$ cat src/source/fp_defines.svh
// Format and pipeline constants for the floating-point multiplier
// IEEE single precision widths, operation codes and latency
`ifndef FP_DEFINES_SVH
`define FP_DEFINES_SVH

// Single precision fields
`define FP_EXP_WIDTH 8
`define FP_FRAC_WIDTH 23
`define FP_BIAS 127

// Signed exponent wide enough for sums of two biased exponents
`define FP_WIDE_EXP_WIDTH 10

// Multiplier datapath wide enough for a full integer magnitude
`define FP_SIG_WIDTH 32
`define FP_PRODUCT_WIDTH 64
// Weight-one bit of the product of two 24-bit significands
`define FP_PRODUCT_POINT 46

// Operation codes
`define FMUL_OP_WIDTH 6
`define FMUL_OP_FMUL 6'b100010
`define FMUL_OP_ITOF 6'b101010

`define FMUL_LATENCY 3

`endif

$ cat src/source/fp_format_pkg.sv
// Number format types for the floating-point multiplier
// IEEE single-precision word and the wide intermediate quantities
`default_nettype none

`include "fp_defines.svh"

package fp_format_pkg;

	// Raw 32-bit operand holding a float or a signed integer
	typedef logic [31:0] word_t;

	// Biased exponent field
	typedef logic [`FP_EXP_WIDTH-1:0] exponent_t;

	// Stored fraction without the hidden one
	typedef logic [`FP_FRAC_WIDTH-1:0] fraction_t;

	// One single-precision number with the sign as msb
	typedef struct packed {
		logic sign;
		exponent_t exponent;
		fraction_t fraction;
	} float_t;

	// Signed exponent before saturation so underflow shows as negative
	typedef logic signed [`FP_WIDE_EXP_WIDTH-1:0] wide_exponent_t;

	// Multiplier operands and full product
	typedef logic [`FP_SIG_WIDTH-1:0] significand_t;
	typedef logic [`FP_PRODUCT_WIDTH-1:0] product_t;

endpackage

`default_nettype wire

$ cat src/source/fmul_pipe_pkg.sv
// Pipeline types for the floating-point multiplier
// Operation codes, request word and the stage-to-stage registers
`default_nettype none

`include "fp_defines.svh"

package fmul_pipe_pkg;

	import fp_format_pkg::*;

	// Supported operations
	typedef enum logic [`FMUL_OP_WIDTH-1:0] {
		FMUL_OP_FMUL = `FMUL_OP_FMUL,
		FMUL_OP_ITOF = `FMUL_OP_ITOF
	} fmul_op_e;

	// One request from the issuing side per valid cycle
	typedef struct packed {
		logic valid;
		fmul_op_e op;
		word_t a;
		word_t b;
	} fmul_req_t;

	// Stage 1 to stage 2
	// Exponent already carries the product scaling of the significands
	typedef struct packed {
		logic valid;
		logic sign;
		logic zero;
		wide_exponent_t exponent;
		significand_t significand1;
		significand_t significand2;
	} fmul_s1_t;

	// Stage 2 to stage 3
	typedef struct packed {
		logic valid;
		logic sign;
		logic zero;
		wide_exponent_t exponent;
		product_t product;
	} fmul_s2_t;

endpackage

`default_nettype wire

$ cat src/source/fp_multiplier_stage1.sv
// Floating-point multiplier, stage 1
// Unpacks the operands, forms sign and exponent sum, detects zero
// and prepares the integer magnitude for integer-to-float
`timescale 1ns/1ps
`default_nettype none

`include "fp_defines.svh"

module fp_multiplier_stage1
	import fp_format_pkg::*;
	import fmul_pipe_pkg::*;
(
	input wire logic clk,
	input wire logic arst_n_i,
	input wire fmul_req_t req_i,
	output fmul_s1_t s1_o
);

	float_t fa;
	float_t fb;
	word_t int_mag;
	fmul_s1_t s1_next;

	// Operands seen as floats
	assign fa = req_i.a;
	assign fb = req_i.b;

	// Two's-complement magnitude of the integer operand
	// 32'h80000000 maps onto itself as the unsigned value 2^31
	assign int_mag = req_i.a[31] ? (~req_i.a + word_t'(1)) : req_i.a;

	always_comb
	begin
		s1_next.valid = req_i.valid;
		if (req_i.op == FMUL_OP_ITOF)
		begin
			// Integer times one sits in the product at weight one
			s1_next.sign = req_i.a[31];
			s1_next.zero = (req_i.a == '0);
			s1_next.exponent = wide_exponent_t'(`FP_BIAS + `FP_PRODUCT_POINT);
			s1_next.significand1 = int_mag;
			s1_next.significand2 = significand_t'(1);
		end
		else
		begin
			s1_next.sign = fa.sign ^ fb.sign;
			// Only an all-zero magnitude counts as zero
			s1_next.zero = ({fa.exponent, fa.fraction} == '0) ||
				({fb.exponent, fb.fraction} == '0);
			// Remove one bias from the sum of the biased exponents
			s1_next.exponent = wide_exponent_t'(fa.exponent) +
				wide_exponent_t'(fb.exponent) - wide_exponent_t'(`FP_BIAS);
			// Restore the hidden ones
			s1_next.significand1 = significand_t'({1'b1, fa.fraction});
			s1_next.significand2 = significand_t'({1'b1, fb.fraction});
		end

		// Zero second significand forces a zero product downstream
		if (s1_next.zero)
			s1_next.significand2 = '0;
	end

	// Only the valid bit is cleared on reset
	always_ff @(posedge clk or negedge arst_n_i)
	begin
		if (!arst_n_i)
			s1_o.valid <= 1'b0;
		else
			s1_o <= s1_next;
	end

endmodule

`default_nettype wire

$ cat src/source/fp_multiplier_stage2.sv
// Floating-point multiplier, stage 2
// Registered full-width significand multiply, maps to a DSP block
`timescale 1ns/1ps
`default_nettype none

module fp_multiplier_stage2
	import fp_format_pkg::*;
	import fmul_pipe_pkg::*;
(
	input wire logic clk,
	input wire logic arst_n_i,
	input wire fmul_s1_t s1_i,
	output fmul_s2_t s2_o
);

	fmul_s2_t s2_next;

	always_comb
	begin
		// Side information rides along unchanged
		s2_next.valid = s1_i.valid;
		s2_next.sign = s1_i.sign;
		s2_next.zero = s1_i.zero;
		s2_next.exponent = s1_i.exponent;
		// Full 64-bit product with no bits dropped
		s2_next.product = product_t'(s1_i.significand1) * product_t'(s1_i.significand2);
	end

	// Only the valid bit is cleared on reset
	always_ff @(posedge clk or negedge arst_n_i)
	begin
		if (!arst_n_i)
			s2_o.valid <= 1'b0;
		else
			s2_o <= s2_next;
	end

endmodule

`default_nettype wire

$ cat src/source/fp_multiplier_stage3.sv
// Floating-point multiplier, stage 3
// Normalizes the product on its leading one, truncates,
// saturates on exponent overflow or underflow and packs the result
`timescale 1ns/1ps
`default_nettype none

`include "fp_defines.svh"

module fp_multiplier_stage3
	import fp_format_pkg::*;
	import fmul_pipe_pkg::*;
(
	input wire logic clk,
	input wire logic arst_n_i,
	input wire fmul_s2_t s2_i,
	output logic res_valid_o,
	output float_t res_o
);

	logic [5:0] lead_pos;
	logic [5:0] lead_zeros;
	product_t norm_product;
	wide_exponent_t res_exp;
	float_t res_next;

	// Position of the highest set bit as the last hit of the scan
	always_comb
	begin
		lead_pos = '0;
		for (int i = 0; i < `FP_PRODUCT_WIDTH; i++)
		begin
			if (s2_i.product[i])
				lead_pos = 6'(i);
		end
	end

	assign lead_zeros = 6'(`FP_PRODUCT_WIDTH - 1) - lead_pos;

	// Leading one moves to the msb with the fraction just below it
	// Short products get zero fill at the bottom automatically
	assign norm_product = s2_i.product << lead_zeros;

	// Scale by the distance of the leading one from the product point
	assign res_exp = s2_i.exponent + wide_exponent_t'(lead_pos) -
		wide_exponent_t'(`FP_PRODUCT_POINT);

	always_comb
	begin
		res_next.sign = s2_i.sign;
		if (s2_i.zero)
		begin
			res_next.exponent = '0;
			res_next.fraction = '0;
		end
		else if (res_exp >= wide_exponent_t'({`FP_EXP_WIDTH{1'b1}}))
		begin
			// Overflow to signed infinity
			res_next.exponent = '1;
			res_next.fraction = '0;
		end
		else if (res_exp <= wide_exponent_t'(0))
		begin
			// Underflow flushes to signed zero
			res_next.exponent = '0;
			res_next.fraction = '0;
		end
		else
		begin
			// Truncation drops the bits below the fraction
			res_next.exponent = res_exp[`FP_EXP_WIDTH-1:0];
			res_next.fraction = norm_product[`FP_PRODUCT_WIDTH-2 -: `FP_FRAC_WIDTH];
		end
	end

	always_ff @(posedge clk or negedge arst_n_i)
	begin
		if (!arst_n_i)
			res_valid_o <= 1'b0;
		else
			res_valid_o <= s2_i.valid;
	end

	// Result word qualified by res_valid_o
	always_ff @(posedge clk)
	begin
		res_o <= res_next;
	end

endmodule

`default_nettype wire

$ cat src/source/fp_multiplier.sv
// Pipelined single-precision multiplier with integer-to-float
// Three stages, one operation per cycle, fixed three-cycle latency
`timescale 1ns/1ps
`default_nettype none

module fp_multiplier
	import fp_format_pkg::*;
	import fmul_pipe_pkg::*;
(
	input wire logic clk,
	input wire logic arst_n_i,
	input wire fmul_req_t req_i,
	output logic res_valid_o,
	output float_t res_o
);

	// Stage registers with valid travelling inside
	fmul_s1_t s1;
	fmul_s2_t s2;

	// Unpack, sign, exponent sum, zero detect
	fp_multiplier_stage1 stage1 (
		.clk(clk),
		.arst_n_i(arst_n_i),
		.req_i(req_i),
		.s1_o(s1)
	);

	// Significand multiply
	fp_multiplier_stage2 stage2 (
		.clk(clk),
		.arst_n_i(arst_n_i),
		.s1_i(s1),
		.s2_o(s2)
	);

	// Normalize, saturate, pack
	fp_multiplier_stage3 stage3 (
		.clk(clk),
		.arst_n_i(arst_n_i),
		.s2_i(s2),
		.res_valid_o(res_valid_o),
		.res_o(res_o)
	);

endmodule

`default_nettype wire

$ cat config.mk
export PLATFORM = sky130hd
export DESIGN_NAME = fp_multiplier
export DESIGN_NICKNAME = d
export VERILOG_FILES = /design/src/source/fp_format_pkg.sv /design/src/source/fmul_pipe_pkg.sv /design/src/source/fp_multiplier_stage1.sv /design/src/source/fp_multiplier_stage2.sv /design/src/source/fp_multiplier_stage3.sv /design/src/source/fp_multiplier.sv
export VERILOG_INCLUDE_DIRS = /design/src /design/src/source
export SDC_FILE = /design/constraint.sdc
export NUM_CORES = 2
export LEC_CHECK = 0
export ABC_CLOCK_PERIOD_IN_PS = 8600
export BUFFER_PORTS_ARGS = -buffer_cell sky130_fd_sc_hd__buf_4
export CAP_MARGIN = 10
export CORE_MARGIN = 2
export CORE_UTILIZATION = 30
export CTS_CLUSTER_DIAMETER = 30
export DETAILED_ROUTE_END_ITERATION = 8
export GPL_TIMING_DRIVEN = 0
export PLACE_DENSITY = 0.5
export SYNTH_ARGS = -nofsm -noshare
export SYNTH_HDL_FRONTEND = slang
export SYNTH_HIERARCHICAL = 1
export SYNTH_SLANG_ARGS = --single-unit
$ cat constraint.sdc
create_clock -name clk -period 8.6 [get_ports clk]
set_input_delay 0.86 -clock clk [delete_from_list [all_inputs] [get_ports clk]]
set_output_delay 0.86 -clock clk [all_outputs]
set_load 0.05 [all_outputs]
==> impl_results.md <==
* Clk sinks at 179
* Largest cells by area after synthesis: fa_1 (39%), edfxtp_1 (9.4%), and2_1 (8.6%), ha_1 (8.0%), inv_1 (7.3%)
* Asr flop ratio synth at 1.676%
* Port buffer count at 105
* Crit path kind: reg2reg
* Yosys Warn Count at 6
* Synth Area in Adders at 47.00%
* Compound-Gate Fraction of Synth Area at 9.461%
* Vias at 37.44k
* Max Clock Skew at 13.80 ps
* Cell mode on critical path: fa_1
* Max FO, Critical Path at 10
* Site row count at 143
* Hold Crit Start: stage2/s2_o[75]
* # setup viols final at 0
* Synth Instances at 4999
* Cell Area, Placed at 49430 µm²
* Worst skew pair latency at 500 ps
* Main combinational cell family by area after synthesis: adder cells
* Kind of start point of the critical path: flop
* Average cell area after synthesis at 9.212 µm²
* Max stage delay on crit path at 620 ps
* Maximum buffer depth of the clock tree at 2
* Met1 Usage GRT at 31.43%
* H-tree Lvls at 4
* Synth Register Bits at 179
* Die ar. at 156600 µm²
* Pre-antenna DRT Iters at 8
* R2R Path End: stage2/s2_o[48]
* Hold path endpoint: stage3/res_o[31]
* Top cell types by occurrence after synthesis: fa_1 (898), inv_1 (894), and2_1 (632)
* Avg WL per Cell at 26.40 µm
* Final HPWL DP at 159.1 mm
* GR Util met3 at 5.495%
* Critical-path cell list: buf_2 > and2_1 > fa_1 > fa_1 > fa_1 > inv_1 > fa_1 > inv_1 > fa_1 > fa_1 > fa_1 > fa_1 > ha_1 > clkbuf_2 > nand4_1 > nor3_1 > a221o_1 > nor3_1 > a211oi_2 > o21ai_1 > o21bai_2 > a31oi_1 > xnor2_1
* Core area at 152300 µm²
* Synth Area in Simple Gates at 18.02%
* Top-area cell type share of the netlist area at 39.04%
* Starting DRC count in detailed routing at 3074
* Worst EP arrival at 8670 ps
* I/O pins at 106
* P&R area growth vs syn at 9.390%
* Gr usage total at 24.28%
* Nets at 6402
* Starting density of the core at 30.24%
* Vias per cell at 5.205
* R2R cell count at 23
* Total Wirelength at 189.9 mm
* RSZ-0062 raised after global routing: no
* Final hold vios at 0
* Min cycle time layout at 8435 ps
* Crit path required time at 8830 ps
* Sequential share of the synthesized area at 10.94%
* Critical Path End Type: flop
* Hold Path Stages at 0
* Hold_buf cts at 0
* TritonCTS clock tree: done
* Hold Path Class: reg2reg
* Post-Syn Area at 46050 µm²
* Post-synth EDFFs at 144
* DRC viols at 0
* Post-Synth XOR/XNOR Area at 1.997%
* Routability Congestion at 0.9868
* Synth cell types at 105
* Max Cap Violations at 0
* Post-synthesis mux area share at 2.445%
* Reg clk slew, reported paths at 70 ps
* Die height at 395.8 µm
* Layout cells sized above 1 at 7.940%
* Largest net degree at the start of global routing at 75
* M2 GR Usage at 38.80%
* First-pass GRT wire length at 276.5 mm
* Antenna Nets Post-Route at 0
* R2R Path Start: stage1/s1_o[49]
* Die width at 395.8 µm
* Vias in the first global route at 39.46k
* Design Area, Final at 50370 µm²
* Fmax achieved at 118.6 MHz
* TritonCTS Buffers at 17
* Top_reg_cell synth: edfxtp_1
* Worst-Margin Slew at 1383 ps
* CTS root buf: clkbuf_16
* Flop-to-flop setup slack at 170 ps
* Status: finished, final reports clean
* Yosys top cell by area: fa_1
* Slew margin rel. at 7.787%
* GRT overflow at 0
* Initial antenna violation count at 19
* Top-count cell post-synth: fa_1
* Slew Viols, Final at 0
* Period utilization at 98.08%
* Critical-path top delay cell: fa_1
* Layer with the highest usage: met2
worst max path at each step:
| stage | to | start |
|---|---|---|
| floorplan | stage2/s2_o[48] | stage1/s1_o[57] |
| global placement | stage2/s2_o[48] | stage1/s1_o[46] |
| detailed placement | stage2/s2_o[48] | stage1/s1_o[46] |
| CTS | stage2/s2_o[49] | stage1/s1_o[51] |
| global route | stage2/s2_o[48] | stage1/s1_o[38] |
| finish | stage2/s2_o[48] | stage1/s1_o[49] |
registers in the layout, summed over array words and instances, names as in the netlist:
register and count:
stage3/res_o 32, stage2/s2_o 77, stage3/res_valid_o 1, stage1/s1_o 69
cell type report:
cell class                      instances  area, µm²
Fill cell                           15890     101900
Multi-Input combinational cell       3611      36400
Sequential cell                       179       5040
Inverter                              899       3374
Tap cell                             2030       2540
Buffer                                316       1486
Timing Repair Buffer                  114      879.6
Clock buffer                           17      425.4
Clock inverter                         15      203.9
Antenna cell                           11      27.53
critical path, delay by kind of cell (launching register included):
| family | cells | cell delay, ps |
|---|---|---|
| AND/OR/NAND/NOR | 4 | 790 |
| XOR/XNOR | 1 | 180 |
| flip-flops | 1 | 560 |
| buffers and inverters | 4 | 760 |
| adder cells (fa/ha/maj) | 9 | 4480 |
| AO/OA/AOI/OAI | 5 | 1380 |
per-layer routing:
layer	up-vias	part of all wire, %
met5	-	0.065
met4	20	5.1
met3	437	8.7
met2	1835	45
met1	19060	41
li1	16090	-
through the flow:
step	hold slack, ps	std cells	TNS, ps	utilization (%)	worst slack (ps)
floorplan	323.3	5006	0	-	1501
global placement	329.6	7141	-3055	32.45	-594.0
detailed placement	332.4	7142	-2308	32.47	-506.7
CTS	348.4	7174	0	32.93	21.89
global route	352.1	7182	0	33.07	0.5924
finish	344.8	7192	0	33.08	165.2
cell families (layout without fill, tap and decap cells):
family                   after synthesis  after routing
multiplexers                          84             84
flip-flops                           179            179
other                                  1             19
buffers and inverters               1216           1361
AO/OA/AOI/OAI                        599            599
adder cells (fa/ha/maj)             1191           1191
AND/OR/NAND/NOR                     1624           1624
XOR/XNOR                             105            105
cells in the final DEF, fill, tap and decap left out, types with 84 or more instances in the layout:
cell and instances:
o21ai_0 84, and2_1 632, buf_4 123, inv_1 894
ha_1 291, edfxtp_1 144, nand2_1 627, a21oi_1 126
clkbuf_1 135, nor2_1 118, fa_1 898, clkbuf_2 108
timing repair:
item	CTS	global route
setup endpoints to repair	11	22
gates resized for setup	55	253
setup buffers	0	8
Power is left out: the tool's default activity adds up to more than one toggle a clock period on the data nets, which glitch-free logic cannot reach.
